==> src/hw/backend_pkg.sv <==
package backend_pkg;

    // alu operation, decoded in ID
    typedef enum logic [3:0] {
        ADD    = 4'd0,
        SUB    = 4'd1,
        SLL    = 4'd2,
        SLT    = 4'd3,
        SLTU   = 4'd4,
        XOR    = 4'd5,
        SRL    = 4'd6,
        SRA    = 4'd7,
        OR     = 4'd8,
        AND    = 4'd9,
        PASS_B = 4'd10  // lui
    } alu_op_e;

    // register file write data source
    typedef enum logic [2:0] {
        WB_ALU = 3'd0,
        WB_MEM = 3'd1,
        WB_PC4 = 3'd2,
        WB_IMM = 3'd3,
        WB_CSR = 3'd4
    } wb_sel_e;

    typedef enum logic {
        RUN       = 1'b0,
        LOAD_WAIT = 1'b1  // load counting access time
    } ctrl_state_e;

    // funct3 width codes
    localparam logic [2:0] LB  = 3'b000;
    localparam logic [2:0] LH  = 3'b001;
    localparam logic [2:0] LW  = 3'b010;
    localparam logic [2:0] LBU = 3'b100;
    localparam logic [2:0] LHU = 3'b101;
    localparam logic [2:0] SB  = 3'b000;
    localparam logic [2:0] SH  = 3'b001;
    localparam logic [2:0] SW  = 3'b010;

endpackage
==> src/hw/ex_mem_register.sv <==
`timescale 1ns/1ps

module ex_mem_register #(
    parameter int XLEN = 32
)(
    input  logic                 clk,
    input  logic                 reset,
    input  logic                 stall,

    // from ID/EX and execute
    input  logic [XLEN-1:0]      ex_pc,
    input  logic [XLEN-1:0]      ex_pc_plus_4,
    input  logic [XLEN-1:0]      ex_read_data2,  // store data
    input  logic [XLEN-1:0]      ex_imm,
    input  logic [XLEN-1:0]      ex_csr_read_data,
    input  logic [XLEN-1:0]      ex_alu_result,
    input  logic [31:0]          ex_instruction,
    input  logic                 ex_memory_read,
    input  logic                 ex_memory_write,
    input  logic                 ex_register_write_enable,
    input  backend_pkg::wb_sel_e ex_wb_select,
    input  logic [2:0]           ex_funct3,
    input  logic [4:0]           ex_rd,

    // to memory stage
    output logic [XLEN-1:0]      mem_pc,
    output logic [XLEN-1:0]      mem_pc_plus_4,
    output logic [XLEN-1:0]      mem_read_data2,
    output logic [XLEN-1:0]      mem_imm,
    output logic [XLEN-1:0]      mem_csr_read_data,
    output logic [XLEN-1:0]      mem_alu_result,
    output logic [31:0]          mem_instruction,
    output logic                 mem_memory_read,
    output logic                 mem_memory_write,
    output logic                 mem_register_write_enable,
    output backend_pkg::wb_sel_e mem_wb_select,
    output logic [2:0]           mem_funct3,
    output logic [4:0]           mem_rd
);

    always_ff @(posedge clk or posedge reset) begin
        if (reset) begin
            mem_pc                    <= '0;
            mem_pc_plus_4             <= '0;
            mem_read_data2            <= '0;
            mem_imm                   <= '0;
            mem_csr_read_data         <= '0;
            mem_alu_result            <= '0;
            mem_instruction           <= 32'h0000_0013;  // addi x0, x0, 0
            mem_memory_read           <= 1'b0;
            mem_memory_write          <= 1'b0;
            mem_register_write_enable <= 1'b0;
            mem_wb_select             <= backend_pkg::WB_ALU;
            mem_funct3                <= 3'b000;
            mem_rd                    <= 5'd0;
        end else if (!stall) begin
            mem_pc                    <= ex_pc;
            mem_pc_plus_4             <= ex_pc_plus_4;
            mem_read_data2            <= ex_read_data2;
            mem_imm                   <= ex_imm;
            mem_csr_read_data         <= ex_csr_read_data;
            mem_alu_result            <= ex_alu_result;
            mem_instruction           <= ex_instruction;
            mem_memory_read           <= ex_memory_read;
            mem_memory_write          <= ex_memory_write;
            mem_register_write_enable <= ex_register_write_enable;
            mem_wb_select             <= ex_wb_select;
            mem_funct3                <= ex_funct3;
            mem_rd                    <= ex_rd;
        end
    end

    // a stalled edge must leave the whole MEM slot untouched
    a_hold_on_stall: assert property (
        @(posedge clk) disable iff (reset)
        stall |=> $stable({mem_pc, mem_pc_plus_4, mem_read_data2, mem_imm,
                           mem_csr_read_data, mem_alu_result, mem_instruction,
                           mem_memory_read, mem_memory_write,
                           mem_register_write_enable, mem_wb_select,
                           mem_funct3, mem_rd})
    );

endmodule

==> config.mk <==
export PLATFORM = sky130hd
export DESIGN_NAME = ex_mem_register
export DESIGN_NICKNAME = d
export VERILOG_FILES = /design/src/hw/backend_pkg.sv /design/src/hw/ex_mem_register.sv
export SDC_FILE = /design/constraint.sdc
export NUM_CORES = 1
export LEC_CHECK = 0
export BUFFER_PORTS_ARGS = -buffer_cell sky130_fd_sc_hd__buf_2
export CELL_PAD_IN_SITES_DETAIL_PLACEMENT = 0
export CELL_PAD_IN_SITES_GLOBAL_PLACEMENT = 2
export CORE_AREA = 2 2 187 189
export CTS_BUF_LIST = sky130_fd_sc_hd__clkbuf_2 sky130_fd_sc_hd__clkbuf_4 sky130_fd_sc_hd__clkbuf_8
export DETAILED_ROUTE_END_ITERATION = 12
export DIE_AREA = 0 0 189 191
export HOLD_SLACK_MARGIN = 0.15
export PLACE_DENSITY = 0.83
export SYNTH_ARGS = -nofsm -noshare
export SYNTH_HDL_FRONTEND = slang
export SYNTH_SLANG_ARGS = --single-unit
==> constraint.sdc <==
create_clock -name clk -period 8 [get_ports clk]
set_input_delay 0.8 -clock clk [delete_from_list [all_inputs] [get_ports clk]]
set_output_delay 0.8 -clock clk [all_outputs]
set_load 0.1 [all_outputs]
After elaboration in Yosys (flattened, before gate mapping)
Cells that the tools add are included.
{"block": "totals", "ff_bits": 238, "input_bits": 241, "out_inout_bits": 238, "word_cells": 13}

Depth between registers and ports, before layout
{"block": "logic_depth", "word_depth": 0, "ltp_mapped": 3, "mapped_depth_nobuf": 1}

Worst setup path before layout
Ideal clock, no wire load.
{"block": "synth_path", "path_type": "register to output", "start": "register mem_alu_result[0]", "end": "output mem_alu_result[0]", "t_arrival_ps": 894, "required_ps": 7200, "setup_slack_ps": 6306, "stages_incl_launch_ff": 1, "path_buffers": 0, "path_cell_list": "dfrtp_1"}
{"element": "from (decl)", "line_no": "ex_mem_register.sv:31", "source": "output logic [XLEN-1:0] mem_alu_result,"}
{"element": "from (signal assigned)", "line_no": "ex_mem_register.sv:62", "source": "mem_alu_result <= ex_alu_result;"}
No word-level cell between the ends.

Worst setup path after layout
{"block": "layout_path", "start": "input stall", "end": "register mem_alu_result[27]"}
{"element": "from (decl)", "line_no": "ex_mem_register.sv:8", "source": "input logic stall,"}
No word-level cell between the ends.

==> impl_results.md <==
- Worst setup EP type: flop
- Status: finished, final reports clean
- Fillers: 3355
- Postcts setup bufs: 0
- Crit path kind: input port to flop
- Synthesized area: 8930 um2
- HPWL after DPL: 17700 um
- Worst VDD drop: 0.000177 V
- DRT Pass-1 Iters: 4
- Critical Path RT: 8410 ps
- DR vias/cell: 4.08
- Mux contribution to synthesized area: 30.0%
- Net switching power: 1.62 mW
- WL/cell: 16.3 um
- Starting Density: 26.2%
- Initial antenna violation count: 1
- Worst Max-Slew Pin Slew: 965 ps
- Part of the power in the clock network: 31.0%
- CTS sink count: 238
- Synth Instances: 503
- Yosys reg bits: 238
- Lkg Pwr: 6.13 nW
- Post-synthesis xor/xnor area fraction: 0%
- Final Hold Fails: 0
- Num CTS Buffers: 42
- Clock-pin slew on the worst setup and hold paths: 60 ps
- Detailed Route Iter0 Violations: 99
- Internal power: 2.27 mW
- Worst Path Arrival: 2780 ps
- Number of I/O pins: 479
- Relative slew slack: 35.6%
- Largest net degree at the start of global routing: 124
- Number of global-route vias before repair: 6444
- Fin Hold WS: 407 ps
- Compound-Gate Fraction of Synth Area: 0%
- TritonCTS clock tree: built
- Final Setup Violations: 0
- Post-route ant nets: 0
- Period utilization: 29.6%
- DRC: 0
- Hold/Removal Path Class: input port to asynchronous set/reset pin
- Max clock buf depth: 3
- Switching share of power: 41.6%
- Startpoint types: input port
- Slew Limit Fails: 0
- Fin crit period: 2370 ps
- Die height: 191 um
- Die Span X: 189 um
- PD cells: 308 nW/um2
- Clk_lat worst skew: 530 ps
- Logic pwr share: 33.4%
- # nets final: 1244
- Synth Area in Adders: 0%
- CP max FO: 123
- Share of layout cells above drive strength 1: 77.3%
- Core area: 34100 um2
- Hold-fix buffers at CTS: 0
- Post-CTS Resized: 0
- Setup TNS: 0 ps
- Synth cell types: 6
- Grt ovf: 0
- Area Overhead vs Synth: 41.0%
- RSZ-0062 raised after global routing: no
- Tot GR Track Use: 12.9%
- Port Buf Inserts: 478
- First-pass GRT wire length: 36400 um
- Routed WL: 24300 um
- H-tree levels: 2
- Fmax: 422 MHz
- Num rows: 68
- GPL Wtd Cong: 0.735
- Synthesized net count: 744
- Count of warnings emitted by yosys: 0
- Max Cap Violations: 0
- Clock skew: 0 ps
- Root buf cell: clkbuf_8
- Die footprint: 36100 um2
- Seq/Total Area, Yosys: 66.7%
- Avg Cell Area, Syn: 17.8 um2
- Part of the power in registers: 35.7%
- Largest family of logic cells by synthesized area: multiplexers
- Simple-gate area share of the yosys netlist: 0%
- DR vias: 6095
layer usage:
layer	up-vias	global-route usage (%)	wire length (um)
met5	-	0	0
met4	0	4.57	492
met3	33	5.38	2630
met2	323	22.4	12200
met1	2961	14.3	9040
li1	2778	-	-
path summary, 6_finish.rpt:
check / start / end / slack, ps / cells past startpoint
setup / recovery: stall / mem_alu_result[27]$_DFFE_PP0N_ / 5630 / 3
hold / removal: reset / mem_csr_read_data[13]$_DFFE_PP0N_ / 410 / 2
setup reg to reg: mem_pc_plus_4[20]$_DFFE_PP0N_ / mem_pc_plus_4[20]$_DFFE_PP0N_ / 7190 / 1
hold reg to reg: mem_instruction[31]$_DFFE_PP0N_ / mem_instruction[31]$_DFFE_PP0N_ / 500 / 1
max in group asynchronous: reset / mem_read_data2[14]$_DFFE_PP0N_ / 6120 / 3
min in group clk: ex_pc_plus_4[22] / mem_pc_plus_4[22]$_DFFE_PP0N_ / 480 / 2
Yosys cell counts, drive strengths merged:
library cell / n / area, um2
dfstp: 3 / 78.8
mux2: 238 / 2680
dfrtp: 235 / 5880
buf: 26 / 287
inv: 1 / 3.75
power groups by stage:
stage	clock network, mW	registers, mW	logic (mW)
finish	1.20	1.39	1.29
global route	1.31	1.40	1.33
CTS	1.26	1.39	1.31
detailed placement	0	1.41	1.31
global placement	0	1.40	1.30
floorplan	0	2.30	0.173
cells by family (layout without fill, tap and decap cells):
kind of cell	count (synthesis)	count (layout)
other cells	0	2
flops	238	238
mux	238	238
buf+inv	27	560
critical path: stages:
cell and delay [ps]:
buf_8 640, buf_4 840, mux2_2 420
cells in the final DEF (no fill, tap or decap), drive strengths merged:
master      n
diode       2
clkbuf     74
dfrtp     235
clkinv      2
inv         1
clkinvlp    1
mux2      238
dfstp       3
buf       482
cell type report:
| cell class | count | area, um2 | area share (%) |
|---|---|---|---|
| sequential | 238 | 5960 | 47.3 |
| multi-input combinational | 238 | 2680 | 21.3 |
| timing repair buffer | 482 | 2430 | 19.3 |
| clock buffer | 74 | 912 | 7.25 |
| tap | 455 | 569 | 4.52 |
| clock inverter | 3 | 17.5 | 0.139 |
| inverter | 1 | 11.3 | 0.0895 |
| antenna | 2 | 5.00 | 0.0398 |
state kept, by name, indices dropped and copies added (netlist names):
name / flops
mem_register_write_enable: 1
mem_read_data2: 32
mem_rd: 5
mem_funct3: 3
mem_wb_select: 3
mem_alu_result: 32
mem_instruction: 32
mem_imm: 32
mem_csr_read_data: 32
mem_pc: 32
mem_memory_write: 1
mem_memory_read: 1
mem_pc_plus_4: 32
metrics by stage:
stage	setup slack (ps)	util, %	instances	area (um2)	total power, mW
finish	5630	36.9	1493	12600	3.88
global route	5520	36.9	1491	12600	4.04
CTS	5630	36.9	1491	12600	3.95
detailed placement	5040	34.2	1414	11700	2.71
global placement	5060	34.2	1414	11700	2.70
floorplan	674	-	503	8930	2.47
No activity file was read; power rests on OpenSTA's default activity.
