File: src/hw/backend_pkg.sv
package backend_pkg;

    // alu operation, decoded in ID
    typedef enum logic [3:0] {
        ADD    = 4'd0,
        SUB    = 4'd1,
        SLL    = 4'd2,
        SLT    = 4'd3,
        SLTU   = 4'd4,
        XOR    = 4'd5,
        SRL    = 4'd6,
        SRA    = 4'd7,
        OR     = 4'd8,
        AND    = 4'd9,
        PASS_B = 4'd10  // lui
    } alu_op_e;

    // register file write data source
    typedef enum logic [2:0] {
        WB_ALU = 3'd0,
        WB_MEM = 3'd1,
        WB_PC4 = 3'd2,
        WB_IMM = 3'd3,
        WB_CSR = 3'd4
    } wb_sel_e;

    typedef enum logic {
        RUN       = 1'b0,
        LOAD_WAIT = 1'b1  // load counting access time
    } ctrl_state_e;

    // funct3 width codes
    localparam logic [2:0] LB  = 3'b000;
    localparam logic [2:0] LH  = 3'b001;
    localparam logic [2:0] LW  = 3'b010;
    localparam logic [2:0] LBU = 3'b100;
    localparam logic [2:0] LHU = 3'b101;
    localparam logic [2:0] SB  = 3'b000;
    localparam logic [2:0] SH  = 3'b001;
    localparam logic [2:0] SW  = 3'b010;

endpackage
File: src/hw/pipeline_control.sv
`timescale 1ns/1ps

module pipeline_control #(
    parameter int LOAD_WAIT = 2
)(
    input  logic clk,
    input  logic reset,
    input  logic mem_memory_read,
    output logic stall
);

    localparam int CNT_W = $clog2(LOAD_WAIT + 1);
    localparam logic [CNT_W-1:0] WAIT_DONE = CNT_W'(LOAD_WAIT);

    backend_pkg::ctrl_state_e state, state_next;
    logic [CNT_W-1:0]         wait_count, wait_count_next;

    always_comb begin
        state_next      = state;
        wait_count_next = wait_count;
        stall           = 1'b0;
        case (state)
            backend_pkg::RUN: begin
                if (mem_memory_read) begin  // load just entered MEM
                    stall           = 1'b1;
                    state_next      = backend_pkg::LOAD_WAIT;
                    wait_count_next = CNT_W'(1);
                end
            end
            backend_pkg::LOAD_WAIT: begin
                if (wait_count == WAIT_DONE) begin
                    // data valid, load retires at the next edge
                    state_next      = backend_pkg::RUN;
                    wait_count_next = '0;
                end else begin
                    stall           = 1'b1;
                    wait_count_next = wait_count + 1'b1;
                end
            end
            default: state_next = backend_pkg::RUN;
        endcase
    end

    always_ff @(posedge clk or posedge reset) begin
        if (reset) begin
            state      <= backend_pkg::RUN;
            wait_count <= '0;
        end else begin
            state      <= state_next;
            wait_count <= wait_count_next;
        end
    end

    a_stall_bounded: assert property (
        @(posedge clk) disable iff (reset)
        stall [*LOAD_WAIT] |=> !stall
    );

endmodule

File: config.mk
export PLATFORM = sky130hd
export DESIGN_NAME = pipeline_control
export DESIGN_NICKNAME = d
export VERILOG_FILES = /design/src/hw/backend_pkg.sv /design/src/hw/pipeline_control.sv
export SDC_FILE = /design/constraint.sdc
export NUM_CORES = 1
export LEC_CHECK = 0
export BUFFER_PORTS_ARGS = -buffer_cell sky130_fd_sc_hd__buf_2
export CORE_AREA = 2 2 39 41
export CTS_CLUSTER_DIAMETER = 60
export DETAILED_ROUTE_END_ITERATION = 10
export DIE_AREA = 0 0 41 43
export PLACE_DENSITY_LB_ADDON = 0.08
export SETUP_SLACK_MARGIN = 0.5
export SYNTH_ARGS = -nofsm -noshare
export SYNTH_HDL_FRONTEND = slang
export SYNTH_SLANG_ARGS = --single-unit
File: constraint.sdc
create_clock -name clk -period 0.8 [get_ports clk]
set_input_delay 0.04 -clock clk [delete_from_list [all_inputs] [get_ports clk]]
set_output_delay 0.04 -clock clk [all_outputs]
set_load 0.02 [all_outputs]
Word level (Yosys, flattened, before mapping)
Cells that the tools add are included.

Mux-type cells: 6. Add/subtract/negate cells: 1. Bitwise operators: 1. Eq/ne operators: 2.

Operators by type and width (number): 2-bit two-way mux (2); 2-bit case mux with 2 select lines (1); 2-bit by 1-bit adder with 2-bit output, second input constant (1); 2-bit == test, second input constant (1); 1-bit two-way mux (2); 2-bit inequality test, second input constant (1); 1-bit case mux with 2 select lines (1); 1-bit inverter (1).

Bits of input ports: 3. Word-level logic and storage cells: 12. Register bits: 3.

Depth between registers and ports, before layout
Depth after elaboration: 3. Mapped depth: 2. Mapped depth without buffers: 2.

Least setup slack after synthesis
No wires, ideal clock.

Kind: reg2reg. Start: register state. End: register state. Clock period less this slack: 1.009 ns. Setup slack: -0.209 ns. Cell stages (with the launch flop): 2. Setup time: 0.175 ns. Path buffers: 0. Arrival time: 0.833 ns. Data required time: 0.625 ns. Cell sequence: dfrtp_1 -> a31oi_1.

Cells in the longest elaborated chain, start to end: 2.

Ends and longest elaborated chain: start, declared (RTL line pipeline_control.sv:15) `backend_pkg::ctrl_state_e state, state_next;`; start signal, assigned (RTL line pipeline_control.sv:46) `state <= backend_pkg::RUN;`; start signal, assigned (RTL line pipeline_control.sv:49) `state <= state_next;`; 1-bit inverter; 1-bit case mux with 2 select lines (*); named net stall (RTL line pipeline_control.sv:9) `output logic stall`.

Mark *: on every way through the listed nets, which the timed path passes. The rest lies on a longest branch. A chain may end at the register's enable or synchronous reset.

Worst setup path in the final report
Start: register state. End: output stall.

Cells in the longest elaborated chain, start to end: 2.

Ends and longest elaborated chain: 1-bit inverter; 1-bit case mux with 2 select lines (*) (RTL line pipeline_control.sv:22) `case (state)`; end, declared (RTL line pipeline_control.sv:9).

Mark *: on every way between the ends. The rest lies on a longest branch, timed or not.

==> qor.json <==
{
  "status": {
    "status": "complete, but fails checks",
    "failing_checks": "negative hold slack, negative setup slack"
  },
  "finish": {
    "postLayoutCoreUtil": 0.195,
    "nets": 27,
    "proportion_of_layout_cells_with_a_drive_suffix_above_1": 0.783,
    "area_delta_synth_final_pct": 120,
    "insertedDiodeCount": 0
  },
  "worst_setup_path": {
    "critical_path.max_stage_delay_ns": 0.44,
    "timing.critical_path.to_type": "primary output",
    "worstPathCellList": "a31oi_4 > buf_6",
    "start_kind": "register",
    "number_of_stages_on_the_worst_setup_path": 2,
    "worstReg2RegStart": "state",
    "reg2regPathDepth": 3,
    "worstPathBufferInverterCount": 1,
    "crit_arrival_ns": 1.00,
    "cp_data_required_time_ns": 0.76,
    "crit_family": "flip-flops",
    "timing.critical_path.slowest_stage_cell": "sky130_fd_sc_hd__dfrtp_2",
    "worst-path-max-fanout": 4,
    "critical_path.reg2reg.endpoint": "wait_count[1]",
    "r2r_setup_slack_ns": -0.12,
    "setup.worst_path.class": "reg2out"
  },
  "global_routing": {
    "grt_antenna_before_repair": 0,
    "grt_max_degree": 5,
    "gr-usage-all-layers": 0.0473,
    "grt_pass1_vias": 141,
    "gr-total-overflow": 0,
    "grt_first_pass_wirelength_um": 483
  },
  "timing": {
    "relative_max_transition_margin": 0.861,
    "layout_worst_path_cycle_share": 1.29,
    "timing.setup.tns_ns": -0.514,
    "worst_pin_slew_ns": 0.208,
    "layout_skew_ns": 0.00232,
    "hold_viol": 3,
    "post-route-worst-setup-slack_ns": -0.236,
    "rsz0062_at_grt": "true",
    "maxSlewViolCount": 0,
    "achievable-frequency_mhz": 965,
    "finalSetupViolations": 4,
    "timing.hold.ws_ns": -0.337,
    "min_period_ns": 1.04
  },
  "routing": {
    "route.detailed.drc": 0,
    "postRouteAntennaNets": 0,
    "route.detailed.vias_per_inst": 3.13,
    "first_iteration_detailed_routing_drc_count": 3,
    "num_vias": 122,
    "avgRoutedWirePerCell_um": 7.74,
    "first_pass_iters": 2,
    "routed_wirelength_um": 302
  },
  "synthesis": {
    "seq_area_frac_synth": 0.612,
    "synth_cell_types": 7,
    "post_synth_instance_area_um2": 123,
    "syn_area_per_cell_um2": 11.1,
    "synth_warnings": 0,
    "synthDominantCellAreaShare": 0.612,
    "synthesis.instances": 11,
    "synth_area_leader_cell": "sky130_fd_sc_hd__dfrtp_1",
    "postSynthRegisterBits": 3,
    "synth_fp_nets": 14,
    "ys_top_cells_by_area": "sky130_fd_sc_hd__dfrtp_1 61%, sky130_fd_sc_hd__a22o_1 7.1%, sky130_fd_sc_hd__nor2b_2 7.1%"
  },
  "floorplanning": {
    "floorplan.die.width_um": 41,
    "top_level_ports": 4,
    "floorplan.initialDensity": 0.0886,
    "fp.dieArea_um2": 1760,
    "core_um2": 1380,
    "chipHeight_um": 43,
    "rows": 14
  },
  "clock_tree": {
    "numCtsBuffers": 3,
    "cts-root-to-sink-buffers": 2,
    "numClockSinks": 3,
    "clock_latency_ns": 0.23,
    "cts.clk_slew.worst_paths_ns": 0.04,
    "tritoncts_clock_tree": "yes",
    "h_tree_level_count": 1,
    "cts-root-buf": "sky130_fd_sc_hd__clkbuf_4"
  },
  "hold_path": {
    "min-delay-path-class": "in2async"
  },
  "place": {
    "numPortBuffers": 3,
    "gp_congestion": 0.553,
    "detailedPlace.worstSlack_ns": -0.101,
    "dpl_wire_length_um": 231
  },
  "pwr": {
    "worst_ir_drop_vdd_mv": 1.12,
    "cellLeakagePower_nw": 0.123,
    "totalPowerFinal_mw": 1.09,
    "power.density_cell_area_nw_per_um2": 4040
  },
  "job": {
    "cap_violations": 0
  }
}
-- final cells by class --
type / instances / area [um^2]
Clock buffer: 4 / 26.3
Sequential cell: 3 / 76.3
Tap cell: 16 / 20.0
Timing Repair Buffer: 8 / 58.8
Multi-Input combinational cell: 6 / 81.3
Fill cell: 155 / 1110
Inverter: 2 / 7.51
-- layer usage --
layer | part of all wire | vias up | global-route usage
met5 | 0 | - | 0
met4 | 0 | 0 | 0.0600
met3 | 0.056 | 0 | 0.0314
met2 | 0.56 | 2 | 0.0594
met1 | 0.38 | 59 | 0.0421
li1 | - | 61 | -
-- logic make-up (layout without fill, tap and decap cells) --
logic type / after synthesis / after routing / share of synthesized area
AO/OA/AOI/OAI: 3 / 3 / 0.194
buffers and inverters: 2 / 14 / 0.0612
flip-flops: 3 / 3 / 0.612
AND/OR/NAND/NOR: 3 / 3 / 0.133
-- worst max path at each step --
stage               start             to  slack, ns
global placement    state          stall       -0.1
global route        state          stall      -0.27
detailed placement  state          stall      -0.10
CTS                 state          stall      -0.25
floorplan           state  wait_count[1]      -0.04
finish              state          stall      -0.24
-- through the flow --
| stage | instances | cell area (um^2) |
|---|---|---|
| floorplan | 11 | 145 |
| global placement | 32 | 195 |
| detailed placement | 32 | 195 |
| CTS | 38 | 263 |
| global route | 39 | 270 |
| finish | 39 | 270 |
-- repair_timing --
action	CTS	global route
buffers inserted	2	1
setup endpoints to repair	4	4
pin swaps	1	1
endpoints found under the hold margin	3	3
resized for setup	7	1
-- cells in the final DEF, fill, tap and decap left out --
master,instances
sky130_fd_sc_hd__buf_4,5
sky130_fd_sc_hd__clkbuf_4,3
sky130_fd_sc_hd__nor2_4,2
sky130_fd_sc_hd__buf_2,2
sky130_fd_sc_hd__dfrtp_1,2
sky130_fd_sc_hd__nor2b_4,1
sky130_fd_sc_hd__a22o_1,1
sky130_fd_sc_hd__inv_2,1
sky130_fd_sc_hd__a31oi_4,1
sky130_fd_sc_hd__inv_1,1
sky130_fd_sc_hd__o2bb2ai_2,1
sky130_fd_sc_hd__clkbuf_1,1
sky130_fd_sc_hd__buf_6,1
sky130_fd_sc_hd__dfrtp_2,1
-- synthesized netlist by cell type --
cell type,number
sky130_fd_sc_hd__nor2b_2,1
sky130_fd_sc_hd__inv_1,2
sky130_fd_sc_hd__a22o_1,1
sky130_fd_sc_hd__o2bb2ai_1,1
sky130_fd_sc_hd__a31oi_1,1
sky130_fd_sc_hd__nor2_1,2
sky130_fd_sc_hd__dfrtp_1,3
-- flip-flops by register name, summed over array words and instances (netlist names) --
signal	cells
wait_count	2
state	1
-- report_power, final --
| part | internal [mW] | leakage (nW) | switching [mW] |
|---|---|---|---|
| clock network | 0.187 | 0.0150 | 0.0765 |
| logic | 0.312 | 0.0737 | 0.202 |
| registers | 0.223 | 0.0343 | 0.0916 |
-- worst register-to-register path, cell delays in order (launching register included) --
cell and delay, ns:
sky130_fd_sc_hd__dfrtp_2 0.42, sky130_fd_sc_hd__nor2_4 0.06, sky130_fd_sc_hd__buf_4 0.13, sky130_fd_sc_hd__a22o_1 0.20
Note: power is estimated with default switching activity, not from simulation.
