File: src/hw/backend_pkg.sv
package backend_pkg;

    // alu operation, decoded in ID
    typedef enum logic [3:0] {
        ADD    = 4'd0,
        SUB    = 4'd1,
        SLL    = 4'd2,
        SLT    = 4'd3,
        SLTU   = 4'd4,
        XOR    = 4'd5,
        SRL    = 4'd6,
        SRA    = 4'd7,
        OR     = 4'd8,
        AND    = 4'd9,
        PASS_B = 4'd10  // lui
    } alu_op_e;

    // register file write data source
    typedef enum logic [2:0] {
        WB_ALU = 3'd0,
        WB_MEM = 3'd1,
        WB_PC4 = 3'd2,
        WB_IMM = 3'd3,
        WB_CSR = 3'd4
    } wb_sel_e;

    typedef enum logic {
        RUN       = 1'b0,
        LOAD_WAIT = 1'b1  // load counting access time
    } ctrl_state_e;

    // funct3 width codes
    localparam logic [2:0] LB  = 3'b000;
    localparam logic [2:0] LH  = 3'b001;
    localparam logic [2:0] LW  = 3'b010;
    localparam logic [2:0] LBU = 3'b100;
    localparam logic [2:0] LHU = 3'b101;
    localparam logic [2:0] SB  = 3'b000;
    localparam logic [2:0] SH  = 3'b001;
    localparam logic [2:0] SW  = 3'b010;

endpackage
File: src/hw/execute_alu.sv
`timescale 1ns/1ps

module execute_alu #(
    parameter int XLEN = 32
)(
    input  backend_pkg::alu_op_e alu_op,
    input  logic                 alu_src_imm,
    input  logic [XLEN-1:0]      rs1_data,
    input  logic [XLEN-1:0]      rs2_data,
    input  logic [XLEN-1:0]      imm,
    input  logic [XLEN-1:0]      pc,
    output logic [XLEN-1:0]      alu_result,
    output logic [XLEN-1:0]      pc_plus_4
);

    logic [XLEN-1:0] operand_b;
    logic [4:0]      shamt;

    assign operand_b = alu_src_imm ? imm : rs2_data;
    assign shamt     = operand_b[4:0];  // rv32 shift amount

    // link address for jal/jalr
    assign pc_plus_4 = pc + XLEN'(4);

    always_comb begin
        case (alu_op)
            backend_pkg::ADD:    alu_result = rs1_data + operand_b;
            backend_pkg::SUB:    alu_result = rs1_data - operand_b;
            backend_pkg::SLL:    alu_result = rs1_data << shamt;
            backend_pkg::SLT: begin
                alu_result = {{(XLEN-1){1'b0}}, $signed(rs1_data) < $signed(operand_b)};
            end
            backend_pkg::SLTU: begin
                alu_result = {{(XLEN-1){1'b0}}, rs1_data < operand_b};
            end
            backend_pkg::XOR:    alu_result = rs1_data ^ operand_b;
            backend_pkg::SRL:    alu_result = rs1_data >> shamt;
            backend_pkg::SRA:    alu_result = $unsigned($signed(rs1_data) >>> shamt);
            backend_pkg::OR:     alu_result = rs1_data | operand_b;
            backend_pkg::AND:    alu_result = rs1_data & operand_b;
            backend_pkg::PASS_B: alu_result = operand_b;
            default:             alu_result = '0;
        endcase
    end

endmodule

File: config.mk
export PLATFORM = sky130hd
export DESIGN_NAME = execute_alu
export DESIGN_NICKNAME = d
export VERILOG_FILES = /design/src/hw/backend_pkg.sv /design/src/hw/execute_alu.sv
export SDC_FILE = /design/constraint.sdc
export NUM_CORES = 1
export LEC_CHECK = 0
export ABC_AREA = 1
export BUFFER_PORTS_ARGS = -buffer_cell sky130_fd_sc_hd__clkbuf_2
export CELL_PAD_IN_SITES_DETAIL_PLACEMENT = 0
export CELL_PAD_IN_SITES_GLOBAL_PLACEMENT = 2
export CORE_MARGIN = 5
export CORE_UTILIZATION = 31
export DETAILED_ROUTE_END_ITERATION = 8
export PLACE_DENSITY_LB_ADDON = 0.1
export SLEW_MARGIN = 40
export SYNTH_ARGS = -nofsm -noshare
export SYNTH_HDL_FRONTEND = slang
export SYNTH_SLANG_ARGS = --single-unit
File: constraint.sdc
create_clock -name vclk -period 5.1
set_clock_uncertainty 0.1 [all_clocks]
set_input_delay 0.51 -clock vclk [all_inputs]
set_output_delay 0.51 -clock vclk [all_outputs]
set_load 0.01 [all_outputs]
Yosys cells after proc, flatten, opt, wreduce, memory -nomap -nowiden
Cells that the tools add are included.
W data, S select, Z words.

cells by class
  muxes and demuxes = 2
  reduce and logical (&&, ||, !) cells = 1
  eq/ne operators = 10
  bitwise operators = 3
  shift operators = 3
  div/mod/pow operators = 0
  multipliers = 0
  $lt $le $gt $ge = 2
  add/sub/neg operators = 3

operators with widths
  operator                 number
  $pmux W32 S11            1
  $lt A32 B32 Y1           2
  $add A32 B3 Y32 const B  1
  $add A32 B32 Y32         1
  $and A32 B32 Y32         1
  $mux W32                 1
  $or A32 B32 Y32          1
  $shl A32 B5 Y32          1
  $shr A32 B5 Y32          1
  $sshr A32 B5 Y32         1
  $sub A32 B32 Y32         1
  $xor A32 B32 Y32         1
  $eq A4 B3 Y1 const B     4
  $eq A4 B4 Y1 const B     3
  $eq A4 B2 Y1 const B     2
  $eq A4 B1 Y1 const B     1
  $logic_not A4 Y1         1

storage, ports and cells
  bits in registers = 0
  latch bits = 0
  output and inout port bits = 64
  memories kept = 0
  bits of input ports = 133
  bits in writable memories = 0
  bits in read-only memories = 0
  word-level logic and storage cells = 24

Logic depth before layout (Yosys ltp)
Gate-level depths: netlist of run 1.

  word-level depth = 3
  mapped depth = 22
  depth with buffers taken out = 18

Least setup slack after synthesis of run 1
No wires, ideal clock.

  path kind = in2out
  start point = input alu_src_imm
  end point = output alu_result[12]
  required time = 4.490 ns
  slack = 1.755 ns
  cell stages on the path = 18
  data arrival time = 2.735 ns
  path buffers = 5
  cell sequence = buf_6 > inv_4 > nand2_1 > and2_1 > buf_2 > buf_2 > buf_2 > ha_1 > buf_2 > nand2_1 > and2_1 > nand2_1 > nand3b_1 > or2_2 > nand3_1 > nand2_1 > nor2_1 > nand3_1

on the way
  cells in the longest elaborated chain, start to end = 3
  elaborated cells between the ends (all ways) = 10
  those cells by class = 2 x add/sub; 3 x shift; 2 x mux; 3 x bitwise

ends and longest elaborated chain
  what                                            RTL line           source
  start: declaration                              execute_alu.sv:7   input logic alu_src_imm,
  $mux W32 (*)                                    execute_alu.sv:19  assign operand_b = alu_src_imm ? imm : rs2_data;
  $sub A32 B32 Y32, or another cell as far along  execute_alu.sv:28  backend_pkg::SUB: alu_result = rs1_data - operand_b;
  $pmux W32 S11 (*)                               execute_alu.sv:26  case (alu_op)
  end: declaration                                execute_alu.sv:12  output logic [XLEN-1:0] alu_result,

Mark *: on every way between the ends. The rest lies on a longest branch, timed or not.

Final worst setup path of run 1
  start point = input alu_src_imm
  end point = output alu_result[11]

Same word-level chain as after synthesis.

==> results of run 1 <==
[metrics by stage]
stage / area (um2) / utilization, % / cells
after global routing: 12610 / 34.52 / 2861
after global placement: 12600 / 34.50 / 2861
final: 12610 / 34.52 / 2861
after floorplan: 11420 / - / 2283
after detailed placement: 12610 / 34.52 / 2861
after CTS: 12610 / 34.52 / 2861
[cells in the mapped netlist, types with 3 or more instances]
library cell,instances,share of area [%]
sky130_fd_sc_hd__a21oi_1,106,4.6
sky130_fd_sc_hd__a31oi_1,3,0.16
sky130_fd_sc_hd__and2_1,5,0.27
sky130_fd_sc_hd__buf_2,58,2.5
sky130_fd_sc_hd__buf_4,16,1.1
sky130_fd_sc_hd__buf_6,9,0.89
sky130_fd_sc_hd__clkbuf_1,22,0.72
sky130_fd_sc_hd__clkbuf_2,5,0.22
sky130_fd_sc_hd__ha_1,104,11
sky130_fd_sc_hd__inv_1,269,8.8
sky130_fd_sc_hd__inv_2,18,0.59
sky130_fd_sc_hd__nand2_1,659,22
sky130_fd_sc_hd__nand2_2,7,0.38
sky130_fd_sc_hd__nand2_4,3,0.30
sky130_fd_sc_hd__nand3_1,456,20
sky130_fd_sc_hd__nand3b_1,8,0.53
sky130_fd_sc_hd__nand4_1,45,2.5
sky130_fd_sc_hd__nor2_1,194,6.4
sky130_fd_sc_hd__nor2_4,4,0.39
sky130_fd_sc_hd__nor3_1,26,1.1
sky130_fd_sc_hd__nor3_4,3,0.43
sky130_fd_sc_hd__nor4_1,7,0.38
sky130_fd_sc_hd__o2111ai_1,3,0.23
sky130_fd_sc_hd__o211ai_1,14,0.92
sky130_fd_sc_hd__o21a_1,6,0.39
sky130_fd_sc_hd__o21ai_0,89,3.9
sky130_fd_sc_hd__o21ai_1,22,0.96
sky130_fd_sc_hd__o21ai_2,7,0.54
sky130_fd_sc_hd__o21bai_1,8,0.53
sky130_fd_sc_hd__o22ai_1,33,1.8
sky130_fd_sc_hd__or2_0,4,0.22
sky130_fd_sc_hd__or2_1,11,0.60
sky130_fd_sc_hd__or2_2,7,0.38
sky130_fd_sc_hd__xnor2_1,11,0.84
sky130_fd_sc_hd__xor2_1,17,1.3
[routing by layer]
layer	vias to the layer above	routed length, um	GRT usage [%]
met4	2	2405	8.643
li1	7747	-	-
met2	785	29940	50.41
met3	83	5409	3.129
met1	7496	31390	45.95
met5	-	13	0
[cells by family (layout without fill, tap and decap cells)]
logic type               after synthesis  in the layout
AO/OA/AOI/OAI                        300            300
adder cells (fa/ha/maj)              106            106
AND/OR/NAND/NOR                     1449           1449
buffers and inverters                400            510
XOR/XNOR                              28             28
[final cells by class]
class	instances	area share, %
repair buffers	221	9.529
inverters	289	8.625
well taps	468	4.645
multi-input cells	1883	77.20
[worst max-delay path, delay by kind of cell]
family          cells  cell delay (ns)
buf+inv             7             1.15
compound gates      2             0.40
fa+ha+maj           1             0.48
simple gates        8             1.46
[worst min path at each step]
stage,startpoint,slack [ns],endpoint,cells past startpoint
2_1_floorplan,pc[2],0.96,pc_plus_4[2],1
4_1_cts,pc[0],0.92,pc_plus_4[0],0
6_report,pc[0],0.92,pc_plus_4[0],0
3_3_place_gp,pc[0],0.92,pc_plus_4[0],0
3_5_place_dp,pc[0],0.92,pc_plus_4[0],0
5_1_grt,pc[1],0.92,pc_plus_4[1],0
[power breakdown]
part	internal, W	switching [W]	total [W]
clock network	0	0	0
registers	0	0	0
logic	0.000471	0.00123	0.00170
==> out/metrics.cfg, run 1 <==
[status]
run_status = complete, no violations

[critical_path]
critical-path-max-stage-delay_ns = 0.48
timing.critical_path.required_ns = 4.49
critical_path_arrival_ns = 4.05
cp_common_cell = sky130_fd_sc_hd__nand2_1
setup.worst_path.start = alu_src_imm
crit_path_start_kind = primary input
cp-end-kind = primary output
critPathSlowestCell = sky130_fd_sc_hd__ha_1
crit_end = alu_result[11]
critical_path_class = in -> out
crit_fanout = 23
timing.critical_path.cells = clkbuf_2 > inv_4 > buf_4 > or2_1 > o21a_1 > inv_2 > ha_1 > o21ai_0 > inv_1 > nand2_1 > nand3b_1 > or2_2 > nand2_1 > inv_1 > nand3_1 > nor2_1 > nand2_1 > clkbuf_2

[yosys]
postSynthCellCount = 2283
synth_adder_area_share_pct = 11.75
post_synth_instance_area_mm2 = 0.01142
dominant_combinational_cell_family_by_area_after_synthesis = simple AND/OR/NAND/NOR gates
synth-compound-area-share_pct = 14.87
avgSynthCellArea_um2 = 5.000
synth.net_count = 2522
synthesis.yosys.warnings = 0
synth.mux.area_fraction_pct = 0
yosysSeqAreaShare_pct = 0
synth_simple_gate_area_share_pct = 56.25
post_synth_xor_area_fraction_pct = 2.148
synth.lib_cells_used.distinct = 51

[drt]
remaining_drc_errors = 0
postRouteAntennaNets = 0
via_per_inst = 5.632
totalWireLength_mm = 69.16
wire_per_inst_um = 24.17
routed-via-count = 16113
violation_count_after_the_first_detailed_route_iteration = 2021
drt_pass1_iterations = 6

[timing]
setup_repair_after_global_routing_missed_its_margin = false
slew_headroom_pct = 47.85
setup_ws_ns = 0.4416
period_needed_ns = 4.658
max_freq_ghz = 0.2147
finalSetupViolCount = 0
tightestPinTransition_ns = 0.7814
timing.final.hold_violations = 0
worst_hold_slack_ns = 0.9200
final_min_period_over_clock_period_pct = 91.34
timing.final.max_slew_violations = 0
fin_setup_tns_ns = 0

[floorplan]
chipHeight_um = 201.9
row_count = 70
floorplan.die_area_mm2 = 0.04076
horizontal_die_dimension_um = 201.9
initial_utilization_pct = 31.26
number_of_primary_i_o_pins = 197
floorplan.core_area_mm2 = 0.03652

[cells_and_area]
area.growth.synth_to_final_pct = 10.42
clockBufferCount = 0
layout.cells.most_common_list = sky130_fd_sc_hd__nand2_1 (658), sky130_fd_sc_hd__nand3_1 (456), sky130_fd_sc_hd__inv_1 (269), sky130_fd_sc_hd__nor2_1 (193), sky130_fd_sc_hd__clkbuf_2 (193)
nets = 2634
n_antenna_cell = 0
fill_cells = 4426
post_route_cells_drive_above_1_share_pct = 11.78
sequential_cell_total = 0
multiInputGateArea_mm2 = 0.009732
regArea_um2 = 0
mostFrequentLayoutCell = sky130_fd_sc_hd__nand2_1

[power]
fin_total_pwr_w = 0.001697
power_leakage_nw = 6.929
max-vdd-ir-drop_mv = 0.07830
power-per-cell-area_mw_per_mm2 = 134.6

[grt]
grt_overflow = 0
grt_antenna_before_repair = 1
first_global_vias = 14847
grt_first_pass_wirelength_mm = 99.06
grt_start_max_net_pins = 76
grt.total_usage_pct = 31.82

[min_path]
worst_hold_path_type = in -> out

[placed_design]
dp.final_hpwl_mm = 57.66
port_buffers = 193
setup_slack_placement_ns = 0.5029
routabilityCongestion = 1.018

[clocking]
cts_repair_resize_count = 0
post-cts-setup-buffers = 0
cts_hold_buf = 0

[flow_run]
max_cap_violations = 0

Power figures use the tool's default switching activity.
==> run 2, diff against run 1 <==
--- a/config.mk
+++ b/config.mk
@@ -11,3 +11,2 @@
 export CELL_PAD_IN_SITES_GLOBAL_PLACEMENT = 2
-export CORE_MARGIN = 5
 export CORE_UTILIZATION = 31
--- a/constraint.sdc
+++ b/constraint.sdc
@@ -4,2 +4,2 @@
 set_output_delay 0.51 -clock vclk [all_outputs]
-set_load 0.01 [all_outputs]
+set_load 0.05 [all_outputs]
==> run 2 against run 1 <==
Effect of this change: worst setup slack better by 0.10 ns; sequential share of layout area stayed put; combinational power is 15% higher; die area is 7.8% lower; sequential cell count stayed put; power is 15% higher; largest cell class unchanged.
==> out/metrics.cfg, run 2 (synthesis gave the netlist of run 1 again) <==
[clocking]
cts_hold_buf = 0
post-cts-setup-buffers = 0
cts_repair_resize_count = 0

[timing]
timing.final.hold_violations = 0
max_freq_ghz = 0.2195
setup_repair_after_global_routing_missed_its_margin = false
slew_headroom_pct = 43.77
fin_setup_tns_ns = 0
period_needed_ns = 4.557
timing.final.max_slew_violations = 0
finalSetupViolCount = 0
tightestPinTransition_ns = 0.8435
final_min_period_over_clock_period_pct = 89.34

[placed_design]
routabilityCongestion = 1.012
detailed_place.area_mm2 = 0.01297
dp.final_hpwl_mm = 56.79
port_buffers = 193

[critical_path]
critical_path_arrival_ns = 3.95
cp-end-kind = primary output
cp_common_cell = sky130_fd_sc_hd__nand2_1
critPathSlowestCell = sky130_fd_sc_hd__ha_1
crit_buf_inv = 3
crit_fanout = 32
crit_path_start_kind = primary input
cp.depth = 15
critical-path-top-delay-family = simple AND/OR/NAND/NOR gates
critical-path-max-stage-delay_ns = 0.56
critical_path_class = in -> out
timing.critical_path.cells = clkbuf_2 > inv_4 > or2_1 > o21ai_1 > ha_1 > o21ai_0 > nand2_1 > nand2_1 > nand3b_1 > or2_2 > nand3_1 > nand2_1 > nor2_1 > nand3_1 > clkbuf_2
timing.critical_path.required_ns = 4.49

[drt]
remaining_drc_errors = 0
routed-via-count = 16206
postRouteAntennaNets = 0
drt_pass1_iterations = 8
wire_per_inst_um = 23.90
via_per_inst = 5.660
violation_count_after_the_first_detailed_route_iteration = 1988
totalWireLength_mm = 68.42

[floorplan]
floorplan.die_area_mm2 = 0.03760
number_of_primary_i_o_pins = 197
horizontal_die_dimension_um = 193.9
row_count = 69
initial_utilization_pct = 31.79
floorplan.core_area_mm2 = 0.03591
chipHeight_um = 193.9

[grt]
grt.total_usage_pct = 34.89
grt_start_max_net_pins = 72
grt_antenna_before_repair = 1
grt_first_pass_wirelength_mm = 98.10
grt_overflow = 0
first_global_vias = 14914

[power]
power_leakage_nw = 7.059
max-vdd-ir-drop_mv = 0.09556
power-per-cell-area_mw_per_mm2 = 151.1

[cells_and_area]
layout.cells.most_common_list = sky130_fd_sc_hd__nand2_1 (657), sky130_fd_sc_hd__nand3_1 (456), sky130_fd_sc_hd__inv_1 (269), sky130_fd_sc_hd__nor2_1 (193), sky130_fd_sc_hd__clkbuf_2 (172)
regArea_um2 = 0
post_route_cells_drive_above_1_share_pct = 12.16
n_antenna_cell = 0
sequential_cell_total = 0
mostFrequentLayoutCell = sky130_fd_sc_hd__nand2_1
nets = 2643
layout.cell_area.non_filler_mm2 = 0.01297
clockBufferCount = 0
area.growth.synth_to_final_pct = 13.61

[flow_run]
max_cap_violations = 0

[min_path]
hold_path_end = pc_plus_4[1]
holdCritStartpoint = pc[1]
hold_depth = 0
worst_hold_path_type = in -> out

[status]
run_status = complete, no violations

run 2: cell types whose count changed in the layout (fill, tap and decap cells not counted), sizes merged:
cell and delta:
clkbuf -21, buf +30
run 2: final cells by class:
type | instances | area [um2]
fillers | 4304 | 22940
inverters | 289 | 1087
multi-input cells | 1883 | 9734
well taps | 461 | 576.8
repair buffers | 230 | 1572
run 2: worst max-delay path by stage:
stage	start	to	slack (ns)
after floorplan	alu_src_imm	alu_result[25]	1.43
after detailed placement	alu_src_imm	alu_result[12]	0.62
final	alu_src_imm	alu_result[12]	0.54
after global routing	alu_src_imm	alu_result[20]	0.38
after CTS	alu_src_imm	alu_result[12]	0.61
after global placement	alu_src_imm	alu_result[12]	0.62
run 2: metrics by stage:
step | hold slack, ns | worst slack [ns] | util, % | power (W) | cells
global placement | 0.9204 | 0.6194 | 36.10 | 0.001923 | 2863
CTS | 0.9204 | 0.6092 | 36.11 | 0.001922 | 2863
floorplan | 1.087 | 1.426 | - | 0.001210 | 2283
global route | 0.9203 | 0.3792 | 36.11 | 0.002099 | 2863
detailed placement | 0.9204 | 0.6209 | 36.11 | 0.001914 | 2863
finish | 0.9204 | 0.5434 | 36.11 | 0.001959 | 2863
run 2: metal layers:
layer  up-vias  GRT usage, %  share of wire [%]  wire length (um)
li1       7765             -                  -                 -
met3       115         4.331                8.2              5593
met1      7478         48.08                 44             30320
met5         -             0                  0                 0
met2       848         54.91                 43             29310
met4         0         13.73                4.7              3203
run 2: power breakdown:
part           internal [W]  total (W)  switching, W
clock network             0          0             0
registers                 0          0             0
logic              0.000557    0.00196       0.00140
